**src/verilog/net_pkg.sv**
```systemverilog
`default_nettype none

package net_pkg;

	//////////////////////////////////////////////////
	// Layer 2 and layer 3 address types

	// IPv4 address, network byte order in bits 31..24 first
	typedef logic [31:0] ip_addr_t;

	// Ethernet MAC address
	typedef logic [47:0] mac_addr_t;

	// All-ones MAC, used when an address is unknown
	localparam mac_addr_t BROADCAST_MAC = 48'hff_ff_ff_ff_ff_ff;

endpackage

`default_nettype wire

```
**src/verilog/arp_cache_pkg.sv**
```systemverilog
`default_nettype none

package arp_cache_pkg;

	//////////////////////////////////////////////////
	// Cache entry layout

	// Time since the entry was last learned or used, in aging ticks
	typedef logic [14:0] age_t;

	// Counter stops here instead of wrapping
	localparam age_t AGE_SATURATE = 15'h7fff;

	// Stored entry, 95 bits
	// The valid flag is kept in a separate register array
	typedef struct packed {
		age_t              age;
		net_pkg::ip_addr_t  ip;
		net_pkg::mac_addr_t mac;
	} arp_entry_t;

	//////////////////////////////////////////////////
	// Operation handed from request queue to engine

	typedef enum logic [1:0] {
		OP_NONE   = 2'd0,
		OP_LOOKUP = 2'd1,
		OP_LEARN  = 2'd2,
		OP_AGE    = 2'd3
	} arp_op_t;

endpackage

`default_nettype wire

```
**src/verilog/arp_cache_engine.sv**
```systemverilog
`timescale 1ns/1ps
`default_nettype none

module arp_cache_engine #(
	parameter int LINES_PER_WAY = 128,
	parameter int NUM_WAYS = 4,
	localparam int LINE_BITS = $clog2(LINES_PER_WAY),
	localparam int WAY_BITS = $clog2(NUM_WAYS),
	localparam int ADDR_BITS = LINE_BITS + WAY_BITS
) (
	input  logic                      clk,
	input  logic                      rst,
	input  arp_cache_pkg::arp_op_t    op,
	input  net_pkg::ip_addr_t         op_ip,
	input  net_pkg::mac_addr_t        op_mac,
	input  logic [LINE_BITS-1:0]      op_line,
	input  arp_cache_pkg::age_t       max_age,
	input  arp_cache_pkg::arp_entry_t rd_data,
	input  logic                      rd_valid,
	input  logic [ADDR_BITS-1:0]      rd_data_addr,
	input  logic [ADDR_BITS-1:0]      victim_addr,
	output logic                      grant,
	output logic                      age_pass_done,
	output logic                      rd_en,
	output logic [ADDR_BITS-1:0]      rd_addr,
	output logic                      wr_en,
	output logic [ADDR_BITS-1:0]      wr_addr,
	output logic                      wr_valid,
	output arp_cache_pkg::arp_entry_t wr_data,
	output logic                      clear,
	output logic                      sample,
	output logic                      sample_valid,
	output arp_cache_pkg::age_t       sample_age,
	output logic [ADDR_BITS-1:0]      sample_addr,
	output logic                      finish,
	output logic                      hit,
	output net_pkg::mac_addr_t        hit_mac
);
	import net_pkg::*;
	import arp_cache_pkg::*;

	typedef enum logic [2:0] {
		S_IDLE,
		S_WALK,
		S_VICTIM,
		S_AGE_WAIT,
		S_AGE_WB
	} state_t;

	state_t               state;
	arp_op_t              cur_op;
	ip_addr_t             tgt_ip;
	mac_addr_t            tgt_mac;
	logic [LINE_BITS-1:0] tgt_line;
	// Reads issued in this walk
	// MSB is set once all ways are out
	logic [WAY_BITS:0]    issue_cnt;
	// Bit 1 of the read pipeline tracker marks rd_data of this walk
	logic [1:0]           pend;
	logic [ADDR_BITS-1:0] age_addr;

	logic data_ok;
	logic ip_match;
	logic last_way;
	age_t aged;

	//////////////////////////////////////////////////
	// Hit detection and handshakes

	assign grant    = (state == S_IDLE) && (op != OP_NONE);
	assign data_ok  = (state == S_WALK) && pend[1];
	assign ip_match = data_ok && rd_valid && (rd_data.ip == tgt_ip);
	assign last_way = data_ok && (rd_data_addr[WAY_BITS-1:0] == '1);

	// Lookup result goes out the cycle the walk ends
	assign finish  = (cur_op == OP_LOOKUP) && (ip_match || last_way);
	assign hit     = ip_match;
	assign hit_mac = rd_data.mac;

	// Replacement tracking during a learn walk
	assign clear        = grant && (op == OP_LEARN);
	assign sample       = data_ok && (cur_op == OP_LEARN) && !ip_match;
	assign sample_valid = rd_valid;
	assign sample_age   = rd_data.age;
	assign sample_addr  = rd_data_addr;

	// Last table entry written back
	assign age_pass_done = (state == S_AGE_WB) && (age_addr == '1);
	assign aged = (rd_data.age == AGE_SATURATE) ? AGE_SATURATE : rd_data.age + 1'b1;

	//////////////////////////////////////////////////
	// Read and write ports

	always_comb begin
		rd_en   = 1'b0;
		rd_addr = {tgt_line, issue_cnt[WAY_BITS-1:0]};
		if (grant) begin
			// First read goes out together with the grant
			rd_en   = 1'b1;
			rd_addr = (op == OP_AGE) ? age_addr : {op_line, {WAY_BITS{1'b0}}};
		end else if (state == S_WALK) begin
			rd_en = !issue_cnt[WAY_BITS];
		end
	end

	always_comb begin
		wr_en    = 1'b0;
		wr_addr  = rd_data_addr;
		wr_valid = 1'b1;
		wr_data  = rd_data;
		case (state)
			S_WALK: begin
				// A match refreshes the age and a learn also takes the new MAC
				if (ip_match) begin
					wr_en       = 1'b1;
					wr_data.age = '0;
					if (cur_op == OP_LEARN)
						wr_data.mac = tgt_mac;
				end
			end
			S_VICTIM: begin
				wr_en       = 1'b1;
				wr_addr     = victim_addr;
				wr_data.age = '0;
				wr_data.ip  = tgt_ip;
				wr_data.mac = tgt_mac;
			end
			S_AGE_WB: begin
				// Empty entries stay untouched
				wr_en = rd_valid;
				if (rd_data.age > max_age)
					wr_valid = 1'b0;
				else
					wr_data.age = aged;
			end
			default: begin
			end
		endcase
	end

	//////////////////////////////////////////////////
	// FSM

	always_ff @(posedge clk) begin
		if (rst) begin
			state     <= S_IDLE;
			cur_op    <= OP_NONE;
			issue_cnt <= '0;
			pend      <= '0;
			age_addr  <= '0;
		end else begin
			pend <= {pend[0], rd_en};
			case (state)
				S_IDLE: begin
					if (grant) begin
						cur_op    <= op;
						issue_cnt <= (WAY_BITS+1)'(1);
						state     <= (op == OP_AGE) ? S_AGE_WAIT : S_WALK;
					end
				end
				S_WALK: begin
					if (rd_en)
						issue_cnt <= issue_cnt + 1'b1;
					if (ip_match) begin
						// Drop reads still in flight for later ways
						pend  <= '0;
						state <= S_IDLE;
					end else if (last_way) begin
						state <= (cur_op == OP_LEARN) ? S_VICTIM : S_IDLE;
					end
				end
				S_VICTIM:
					state <= S_IDLE;
				S_AGE_WAIT:
					state <= S_AGE_WB;
				S_AGE_WB: begin
					// Back to idle so lookups and learns can cut in
					age_addr <= age_addr + 1'b1;
					state    <= S_IDLE;
				end
				default:
					state <= S_IDLE;
			endcase
		end
	end

	// Target of the current walk
	always_ff @(posedge clk) begin
		if (grant) begin
			tgt_ip   <= op_ip;
			tgt_mac  <= op_mac;
			tgt_line <= op_line;
		end
	end

	a_finish_pulse: assert property (@(posedge clk) disable iff (rst)
		finish |=> !finish);

	// New work only starts once no read of the previous operation is tracked
	a_grant_idle: assert property (@(posedge clk) disable iff (rst)
		grant |-> pend == '0);

endmodule

`default_nettype wire

```
**config.mk**
```make
export PLATFORM = sky130hd
export DESIGN_NAME = arp_cache_engine
export DESIGN_NICKNAME = d
export VERILOG_FILES = /design/src/verilog/net_pkg.sv /design/src/verilog/arp_cache_pkg.sv /design/src/verilog/arp_cache_engine.sv
export SDC_FILE = /design/constraint.sdc
export NUM_CORES = 1
export LEC_CHECK = 0
export ABC_AREA = 1
export CAP_MARGIN = 40
export CORE_AREA = 5 5 158 160
export CTS_CLUSTER_DIAMETER = 30
export DETAILED_ROUTE_END_ITERATION = 6
export DIE_AREA = 0 0 163 165
export DONT_BUFFER_PORTS = 1
export HOLD_SLACK_MARGIN = 0.03
export PLACE_DENSITY = 0.58
export RECOVER_POWER = 100
export SYNTH_ARGS = -nofsm -noshare
export SYNTH_HDL_FRONTEND = slang
export SYNTH_SLANG_ARGS = --single-unit
```
**constraint.sdc**
```tcl
create_clock -name clk -period 11 [get_ports clk]
set_clock_uncertainty 0.15 [all_clocks]
set_input_delay 2.2 -clock clk [delete_from_list [all_inputs] [get_ports clk]]
set_output_delay 2.2 -clock clk [all_outputs]
set_load 0.03 [all_outputs]
```
-- Word-level counts from Yosys, hierarchy flattened
Cells that the tools add are included.
- $add $sub $neg: 3
- order comparisons: 1
- eq/ne operators: 15
- multiplexer cells: 28
- reductions and logical operators: 19
- operator list (operator ; count):
    48-bit two-way mux ; 2
    48-bit case mux with 2 select lines ; 1
    15-bit two-way mux ; 3
    15-bit case mux with 3 select lines ; 1
    32-bit equality test ; 1
    32-bit two-way mux ; 1
    9-bit two-way mux ; 3
    15-bit by 1-bit adder with 15-bit output (second input constant) ; 1
    15-bit equality test (second input constant) ; 1
    15-bit > comparator ; 1
    3-bit two-way mux ; 5
    1-bit logical AND ; 10
    9-bit by 1-bit adder with 9-bit output (second input constant) ; 1
    9-bit equality test (second input constant) ; 1
    3-bit case mux with 3 select lines ; 1
    2-bit equality test (second input constant) ; 4
    2-bit two-way mux ; 4
    3-bit by 2-bit equality test with 1-bit output (second input constant) ; 2
    3-bit case mux with 2 select lines ; 1
    1-bit two-way mux ; 5
    2-bit != test (second input constant) ; 2
    2-bit AND reduction ; 2
    2-bit nonzero test ; 2
    3-bit by 1-bit adder with 3-bit output (second input constant) ; 1
    other kinds (9) ; 10
- register bits: 106
- input bits: 220
- output and inout port bits: 195
- word-level logic and storage cells: 74

-- Longest topological paths before layout
Gate-level depths: netlist of run 1.
- depth after elaboration: 6
- depth in mapped cells: 15
- depth with buffers taken out: 14

-- Least setup slack after synthesis of run 1
OpenSTA, ideal clock, no wires.
- path type: input to output
- start: in op[1]
- end: out rd_addr[6]
- data arrival time: 5.534 ns
- setup slack: 3.116 ns
- stages: 4
- path buffers: 0
- cell sequence: nand2_1 > nand2_1 > inv_2 > o31ai_1
- cells in the longest elaborated chain, start to end: 3
- elaborated cells between the ends (all ways): 5
- those cells by class: eq/ne (1); mux (2); reduce/logical (2)
- RTL lines (item ; line ; text):
    start: declaration ; arp_cache_engine.sv:13 ; input arp_cache_pkg::arp_op_t op,
    2-bit nonzero test ; arp_cache_engine.sv:70 ; assign grant = (state == S_IDLE) && (op != OP_NONE);
    1-bit logical AND ; arp_cache_engine.sv:70 ;
    via grant ; arp_cache_engine.sv:22 ; output logic grant,
    9-bit two-way mux ; arp_cache_engine.sv:97 ; if (grant) begin
    end: declaration ; arp_cache_engine.sv:25 ; output logic [ADDR_BITS-1:0] rd_addr,
The timed path passes the listed nets, and every way through them passes these cells.

-- Worst setup path after layout of run 1
- start: in op[1]
- end: out rd_addr[7]
Same word-level chain as after synthesis.

==> run_results.csv, run 1 <==
group,metric,value,unit
power,p_sw_share,46.1,%
power,power_frac_comb,41.8,%
global_route,overflow,0,
synthesis,synth_flop_cell,"edfxtp_1",
placement,gp_congestion,0.903,
finish,drive_gt1_share,3.02,%
detailed_routing,routed_wirelength,28300,um
finish,register_area,2990,um^2
detailed_routing,vias,7790,
synthesis,avgSynthCellArea,6.82,um^2
min_path,hold_path.class,"reg -> reg",
power,cellPowerDensity,171,nW/um^2
timing,hold_ws,0.262,ns
timing,worstMarginPinSlew,3.25,ns
finish,final_nets,1428,
timing,fin_crit_sh,74.5,%
global_route,track_usage,19.7,%
synthesis,synth_area,8580,um^2
synthesis,syn_nets,1498,
synthesis,yosysSeqAreaShare,34.9,%
timing,hold_violations,0,
clocking,clockRootBuffer,"clkbuf_16",
min_path,hold_path_depth,2,
clocking,cts_made_buffers,9,
worst_setup_path,cp.required,8.65,ns
power,vdd_drop_max,77.9,uV
clocking,cts_hold_buf,0,
finish,final_common_cell,"nand2_1",
die,die_area,26900,um^2
detailed_routing,ant_nets,0,
timing,setup_ws,2.81,ns
timing,setup_viol,0,
timing,maxSlewViolCount,215,
clocking,clock_sinks,106,
placement,dp_slack,3.75,ns
timing,slew_headroom,-117,%
clocking,cts_tree,"yes",
timing,finalSetupTns,0,ns
clocking,cts_setup_buffers,0,
detailed_routing,firstDrtPassIters,5,
power,p_switching,0.000681,W
timing,fmax,0.122,GHz
clocking,cts-htree-levels,3,
run_status,status,"complete, but fails checks",
finish,layout_common_cells,"nand2_1 (309), inv_1 (261), o21ai_0 (94)",
worst_setup_path,reg2reg_depth,6,
synthesis,synth_cells,1259,
die,core,23300,um^2
worst_setup_path,cp-end-kind,"output port",
finish,fill_cells,2532,
synthesis,ys_types,35,
power,p_int,0.000797,W
detailed_routing,drt_iter0_markers,569,
timing,rsz0062_at_grt,"false",
die,fp.dieH,165,um
die,row_count,56,
clocking,cts_buffer_depth,2,
detailed_routing,drc,0,
detailed_routing,wire_per_inst,18.6,um
global_route,grt_max_degree,80,
clocking,clock_latency,0.36,ns
synthesis,ys_warn_count,0,
power,power,0.00148,W
clocking,cts_resized,0,
placement,io_buffers,0,
flow_run,max_cap_violations,5,
global_route,grt_pass1_vias,7332,
detailed_routing,viasPerCell,5.14,
clocking,path_clk_slew,0.07,ns
global_route,grt_pass1_wl,41300,um
worst_setup_path,critPathKind,"in -> out",
power,power_leakage,4.14,nW
synthesis,synth_seq_cells,106,
run_status,failed_checks,"capacitance limit, slew limit",
placement,hpwlAfterDp,21800,um
worst_setup_path,cp-start-kind,"primary input",
finish,area_growth,0.948,%
finish,multi_input_area,3780,um^2
die,io-pin-count,415,
timing,min_period,8.19,ns
synthesis,synth_edf_count,87,
worst_setup_path,crit_arrival,5.84,ns
synthesis,ys_async_sr_fraction,0,%
global_route,antenna_found_initial,7,
power,power_frac_seq,36.4,%
die,start_util,36.9,%
worst_setup_path,worstPathMaxFanout,45,
power,pwr-share-clk,21.8,%
die,die_w,163,um
path summary, 6_finish.rpt:
check | slack (ns) | start | endpoint
max | 2.81 | op[1] | rd_addr[7]
min | 0.26 | pend[0] | pend[1]
max reg2reg | 5.79 | state[1] | tgt_mac[2]
min reg2reg | 0.26 | pend[0] | pend[1]
kinds of logic after synthesis:
logic type,Yosys count,synth area share (%)
XOR/XNOR,15,1.53
multiplexers,12,1.57
buffers and inverters,389,21.1
AND/OR/NAND/NOR,517,25.3
flip-flops,106,34.9
AO/OA/AOI/OAI,201,12.8
adder cells (fa/ha/maj),19,2.77
cell usage after synthesis, types with 12 or more instances:
cell type,n,area (um^2)
nand2_1,310,1160
inv_1,260,976
edfxtp_1,87,2610
nand3_1,79,395
nor2_1,78,293
buf_4,75,563
o21ai_0,64,320
o21ai_1,57,285
o22ai_1,50,313
clkbuf_1,22,82.6
a21oi_1,20,100
dfxtp_1,19,380
ha_1,19,238
nand4_1,19,119
mux2_2,12,135
power groups by stage:
stage	Clock, W	Combinational (W)	Sequential, W
floorplan	0	0.000553	0.000541
global placement	0	0.000603	0.000541
detailed placement	0	0.000630	0.000543
CTS	0.000332	0.000632	0.000534
global route	0.000347	0.000675	0.000545
finish	0.000322	0.000617	0.000538
registers in the layout, summed over array words and instances (netlist names):
signal,count
pend,2
tgt_ip,32
issue_cnt,3
tgt_line,7
tgt_mac,48
age_addr,9
cur_op,2
state,3
per-layer routing:
| metal | track usage (%) | routed length (um) | up-vias | share of wire [%] |
|---|---|---|---|---|
| li1 | - | - | 3806 | - |
| met1 | 23.0 | 11100 | 3543 | 39 |
| met2 | 34.5 | 14000 | 389 | 49 |
| met3 | 5.64 | 2320 | 48 | 8.2 |
| met4 | 7.21 | 838 | 4 | 3.0 |
| met5 | 0 | 14 | - | 0.050 |
critical path: stages:
cell and delay [ns]:
nand2_1 0.08, nand2_1 1.66, inv_1 0.80, o21ai_0 1.09
layout make-up:
class	instances	share of cell area, %
clock buffers	9	2.60
clock inverters	7	0.578
multi-input cells	764	43.7
well taps	319	4.61
diodes	4	0.116
flip-flops and latches	106	34.6
repair buffers	39	2.22
inverters	269	11.7
through the flow:
stage	instance area (um^2)	utilization, %	std cells
floorplan	8580	-	1259
global placement	8250	35.5	1464
detailed placement	8450	36.3	1497
CTS	8730	37.5	1513
global route	8660	37.2	1516
finish	8660	37.2	1517
Note: power is estimated with default switching activity, not from simulation.
==> run 2, diff against run 1 <==
--- a/config.mk
+++ b/config.mk
@@ -7,13 +7,13 @@
 export LEC_CHECK = 0
 export ABC_AREA = 1
 export CAP_MARGIN = 40
-export CORE_AREA = 5 5 158 160
+export CORE_AREA = 5 5 159 161
 export CTS_CLUSTER_DIAMETER = 30
 export DETAILED_ROUTE_END_ITERATION = 6
-export DIE_AREA = 0 0 163 165
+export DIE_AREA = 0 0 164 166
 export DONT_BUFFER_PORTS = 1
 export HOLD_SLACK_MARGIN = 0.03
-export PLACE_DENSITY = 0.58
+export PLACE_DENSITY = 0.59
 export RECOVER_POWER = 100
 export SYNTH_ARGS = -nofsm -noshare
 export SYNTH_HDL_FRONTEND = slang
==> constraint.sdc (replaced) <==
create_clock -name clk -period 6.6 [get_ports clk]
set_clock_uncertainty 0.15 [all_clocks]
set_input_delay 1.32 -clock clk [delete_from_list [all_inputs] [get_ports clk]]
set_output_delay 1.32 -clock clk [all_outputs]
set_load 0.03 [all_outputs]
==> run_results.csv, run 2 (synthesized netlist as in run 1, its figures left out) <==
group,metric,value,unit
run_status,status,"complete, but fails checks",
run_status,failed_checks,"capacitance limit, slew limit",
timing,finalSetupTns,0,ns
worst_setup_path,cp.required,5.13,ns
placement,io_buffers,0,
detailed_routing,wire_per_inst,19.0,um
worst_setup_path,timing.rr.end,"tgt_ip[25]",
global_route,grt_pass1_wl,43000,um
worst_setup_path,worstPathCellList,"xnor2_1, nand2_1, nor2_1, nand2_1, nor2_1, nand3_1, nor2_4, buf_4, nand2_1, nand3_1, nand2_1",
power,vdd_drop_max,102,uV
placement,hpwlAfterDp,22800,um
global_route,track_usage,20.2,%
worst_setup_path,reg2reg_depth,7,
power,cellPowerDensity,287,nW/um^2
clocking,cts_made_buffers,9,
flow_run,max_cap_violations,3,
timing,worstMarginPinSlew,2.84,ns
finish,fill_cells,2603,
worst_setup_path,slowest_stage,"nand3_1",
placement,placedCellCount,1503,
timing,hold_violations,0,
detailed_routing,drc,0,
finish,regMostFlops,"tgt_mac",
worst_setup_path,cp-endpoint,"wr_data[20]",
clocking,clockRootBuffer,"clkbuf_16",
timing,fmax,0.172,GHz
finish,largest_reg_flops,48,
power,power_frac_comb,41.5,%
timing,rsz0062_at_grt,"false",
power,p_switching,0.00114,W
clocking,cts_buffer_depth,2,
worst_setup_path,cp-end-kind,"output port",
timing,slew_headroom,-89.5,%
worst_setup_path,cp-startpoint,"rd_data[66]",
placement,gp_congestion,0.959,
die,core,23800,um^2
worst_setup_path,cp-start-kind,"primary input",
power,pwr-share-clk,22.7,%
clocking,clock_latency,0.35,ns
die,fp.dieH,166,um
detailed_routing,ant_nets,0,
detailed_routing,viasPerCell,5.17,
timing,min_period,5.81,ns
detailed_routing,vias,7852,
die,start_util,36.0,%
clocking,cts_resized,0,
worst_setup_path,critPathKind,"in -> out",
die,row_count,57,
power,power_leakage,4.16,nW
die,die_w,164,um
detailed_routing,drt_iter0_markers,581,
timing,fin_crit_sh,88.1,%
finish,final_common_cell,"nand2_1",
power,p_int,0.00136,W
clocking,cts_hold_buf,0,
clocking,path_clk_slew,0.07,ns
timing,maxSlewViolCount,167,
detailed_routing,routed_wirelength,28800,um
power,power_frac_seq,35.8,%
timing,setup_viol,0,
clocking,cts_setup_buffers,0,
worst_setup_path,r2r-start,"state[1]",
min_path,hold_path.class,"reg -> reg",
worst_setup_path,crit_top_cell,"nand2_1",
global_route,overflow,0,
worst_setup_path,crit_path_max_incr_delay,0.72,ns
die,io-pin-count,415,
global_route,antenna_found_initial,1,
detailed_routing,firstDrtPassIters,5,
clocking,clock_sinks,106,
finish,reg_top3,"tgt_mac: 48 flops, tgt_ip: 32 flops, age_addr: 9 flops",
finish,drive_gt1_share,3.26,%
power,p_sw_share,45.8,%
finish,area_growth,1.50,%
worst_setup_path,worstPathMaxFanout,31,
die,die_area,27200,um^2
finish,final_nets,1429,
worst_setup_path,ff2ff_setup_slack,1.69,ns
finish,final_cells,1519,
finish,layout_common_cells,"nand2_1 (308), inv_1 (262), edfxtp_1 (87)",
clocking,cts_tree,"yes",
global_route,grt_pass1_vias,7666,
clocking,cts-htree-levels,3,
global_route,grt_max_degree,80,
finish,diodes,0,
worst_setup_path,crit_arrival,4.34,ns
==> run 2: cell types whose count changed in the layout (fill, tap and decap cells not counted), sizes merged <==
cell,before,now
diode,4,0
clkbuf,41,43
clkinvlp,1,0
==> run 2: worst max-delay path: cells and delay by family <==
kind,cells,cell delay (ns)
and+or+nand+nor,9,2.25
buffers and inverters,1,0.41
xor gates and xnor gates,1,0.32
==> run 2: layout make-up <==
type / instances / area [um^2] / area share (%)
Tap cell: 324 / 405 / 4.65
Multi-Input combinational cell: 764 / 3790 / 43.5
Clock inverter: 6 / 62.6 / 0.718
Timing Repair Buffer: 40 / 199 / 2.28
Inverter: 269 / 1010 / 11.6
Sequential cell: 106 / 2990 / 34.4
Clock buffer: 10 / 250 / 2.87
==> run 2: routing by layer <==
metal / global-route usage [%] / routed length (um) / vias up
met2: 37.0 / 14900 / 402
met3: 5.88 / 2630 / 47
met5: 0 / 11 / -
li1: - / - / 3807
met4: 5.94 / 658 / 2
met1: 22.4 / 10700 / 3594
==> run 2: per-stage QoR <==
step	worst slack, ns	hold slack, ns	area, um^2	total power, W	util [%]
floorplan	0.476	0.244	8580	0.00182	-
global placement	1.18	0.250	8270	0.00192	34.7
detailed placement	1.24	0.251	8460	0.00196	35.5
CTS	1.23	0.263	8780	0.00253	36.8
global route	0.513	0.293	8710	0.00265	36.6
finish	0.787	0.260	8710	0.00250	36.6
==> run 2: power groups by stage <==
stage / Sequential, W / Combinational [W] / Clock [W]
floorplan: 0.000902 / 0.000922 / 0
global placement: 0.000902 / 0.00101 / 0
detailed placement: 0.000905 / 0.00105 / 0
CTS: 0.000890 / 0.00106 / 0.000589
global route: 0.000906 / 0.00113 / 0.000619
finish: 0.000895 / 0.00104 / 0.000567
==> run 2: how the worst min path moves through the flow <==
stage / startpoint / endpoint / slack, ns / cells after the start
CTS: pend[0] / pend[1] / 0.26 / 2
global route: pend[0] / pend[1] / 0.29 / 2
floorplan: pend[0] / pend[1] / 0.24 / 2
finish: pend[0] / pend[1] / 0.26 / 2
global placement: pend[0] / pend[1] / 0.25 / 2
detailed placement: pend[0] / pend[1] / 0.25 / 2
==> run 3, diff against run 2 <==
--- a/config.mk
+++ b/config.mk
@@ -7,13 +7,15 @@
 export LEC_CHECK = 0
 export ABC_AREA = 1
 export CAP_MARGIN = 40
-export CORE_AREA = 5 5 159 161
+export CELL_PAD_IN_SITES_DETAIL_PLACEMENT = 1
+export CELL_PAD_IN_SITES_GLOBAL_PLACEMENT = 1
+export CORE_AREA = 5 5 157 159
 export CTS_CLUSTER_DIAMETER = 30
 export DETAILED_ROUTE_END_ITERATION = 6
-export DIE_AREA = 0 0 164 166
+export DIE_AREA = 0 0 162 164
 export DONT_BUFFER_PORTS = 1
 export HOLD_SLACK_MARGIN = 0.03
-export PLACE_DENSITY = 0.59
+export PLACE_DENSITY = 0.81
 export RECOVER_POWER = 100
 export SYNTH_ARGS = -nofsm -noshare
 export SYNTH_HDL_FRONTEND = slang
==> run_results.csv, run 3 (synthesized netlist as in run 1, its figures left out) <==
group,metric,value,unit
detailed_routing,firstDrtPassIters,7,
timing,finalSetupTns,0,ns
finish,layout_common_cells,"nand2_1 (308), inv_1 (262), edfxtp_1 (87)",
finish,register_area,2990,um^2
global_route,overflow,0,
worst_setup_path,crit_path_max_incr_delay,0.82,ns
worst_setup_path,slowest_stage,"o21ai_0",
die,core,23100,um^2
global_route,antenna_found_initial,7,
worst_setup_path,crit_top_cell,"nand2_1",
worst_setup_path,cp-end-kind,"output port",
timing,fin_crit_sh,81.6,%
worst_setup_path,cp-startpoint,"max_age[2]",
worst_setup_path,worstPathCellList,"inv_1, ha_1, nand2_1, o21ai_0, nand2_1, nand2_1, nand2_1, nand2_1, nand2_1, nand2_1, nor2_1, o21ai_0",
finish,final_nets,1429,
finish,area_growth,1.05,%
die,start_util,37.1,%
die,io-pin-count,415,
worst_setup_path,timing.rr.end,"tgt_ip[30]",
detailed_routing,viasPerCell,5.42,
worst_setup_path,critPathKind,"in -> out",
finish,reg_top3,"tgt_mac: 48 flops, tgt_ip: 32 flops, age_addr: 9 flops",
global_route,grt_pass1_vias,8516,
placement,dpl_cell_area,8410,um^2
detailed_routing,ant_nets,0,
clocking,cts-htree-levels,3,
power,cellPowerDensity,293,nW/um^2
global_route,grt-busiest-layer,"met2",
clocking,clock_latency,0.37,ns
global_route,track_usage,22.4,%
global_route,use_met1,27.2,%
clocking,cts_hold_buf,0,
global_route,met3_usage,6.10,%
placement,hpwlAfterDp,23700,um
worst_setup_path,reg2reg_depth,7,
finish,fill_cells,3008,
global_route,grt_pass1_wl,47000,um
timing,setup_viol,0,
timing,min_period,5.38,ns
detailed_routing,drt_iter0_markers,518,
timing,hold_violations,0,
finish,regMostFlops,"tgt_mac",
detailed_routing,vias,8089,
clocking,cts_buffer_depth,2,
timing,slew_headroom,-100,%
clocking,cts_tree,"yes",
min_path,min_from,"pend[0]",
die,row_count,56,
clocking,cts_resized,0,
power,power_leakage,4.15,nW
detailed_routing,wire_per_inst,20.7,um
min_path,hold_path_depth,2,
detailed_routing,routed_wirelength,30900,um
finish,multi_input_area,3790,um^2
placement,gp_congestion,0.931,
clocking,cts_setup_buffers,0,
worst_setup_path,worstPathMaxFanout,22,
worst_setup_path,cp-start-kind,"primary input",
timing,worstMarginPinSlew,3.01,ns
timing,maxSlewViolCount,41,
finish,fin_area,8670,um^2
worst_setup_path,cp.required,5.13,ns
finish,drive_gt1_share,3.26,%
die,die_area,26600,um^2
run_status,failed_checks,"capacitance limit, slew limit",
min_path,hold_path.class,"reg -> reg",
flow_run,max_cap_violations,2,
global_route,grtUsageMet2,38.3,%
finish,largest_reg_flops,48,
clocking,clock_sinks,106,
worst_setup_path,ff2ff_setup_slack,1.40,ns
placement,io_buffers,0,
clocking,clockRootBuffer,"clkbuf_16",
clocking,cts_made_buffers,9,
min_path,min_to,"pend[1]",
timing,rsz0062_at_grt,"false",
clocking,path_clk_slew,0.09,ns
timing,fmax,0.186,GHz
worst_setup_path,crit_arrival,3.91,ns
worst_setup_path,r2r-start,"state[1]",
power,vdd_drop_max,149,uV
die,fp.dieH,164,um
global_route,grt_max_degree,81,
detailed_routing,drc,0,
run_status,status,"complete, but fails checks",
die,die_w,162,um
finish,final_common_cell,"nand2_1",
[run 3: area by class of cell]
class / instances / share of cell area [%]
Clock buffer: 9 / 2.60
Sequential cell: 106 / 34.5
Tap cell: 290 / 4.18
Inverter: 269 / 11.6
Timing Repair Buffer: 40 / 2.03
Clock inverter: 7 / 1.05
Multi-Input combinational cell: 764 / 43.8
Antenna cell: 7 / 0.202
[run 3: per-stage QoR]
stage	setup WS, ns	std cells	hold slack, ns	utilization, %	power [W]
finish	1.22	1492	0.271	37.5	0.00254
global route	0.967	1490	0.285	37.5	0.00269
CTS	1.49	1485	0.277	37.7	0.00258
detailed placement	1.50	1469	0.262	36.4	0.00198
global placement	1.56	1441	0.248	35.7	0.00193
floorplan	0.476	1259	0.244	-	0.00182
[run 3: layer usage]
layer / vias to the layer above / wire, um
li1: 3810 / -
met1: 3894 / 12900
met2: 336 / 15200
met3: 45 / 2150
met4: 4 / 701
met5: - / 21
[run 3: how the worst max path moves through the flow]
stage / endpoint / cells after the start
after global routing: tgt_ip[30] / 7
after detailed placement: wr_data[82] / 12
after CTS: wr_data[82] / 12
after floorplan: rd_addr[6] / 4
after global placement: wr_data[82] / 12
final: wr_data[82] / 12
[run 3: critical path, delay by kind of cell]
family                   cells  cell delay [ns]
buffers and inverters        1             0.02
adder cells (fa/ha/maj)      1             0.29
AO/OA/AOI/OAI                2             1.04
AND/OR/NAND/NOR              8             1.22
[run 3: power by group]
| part | total [W] | internal, W | switching [W] |
|---|---|---|---|
| sequential | 0.000898 | 0.000855 | 0.0000429 |
| clock | 0.000592 | 0.000275 | 0.000317 |
| combinational | 0.00105 | 0.000203 | 0.000844 |
| total | 0.00254 | 0.00133 | 0.00120 |
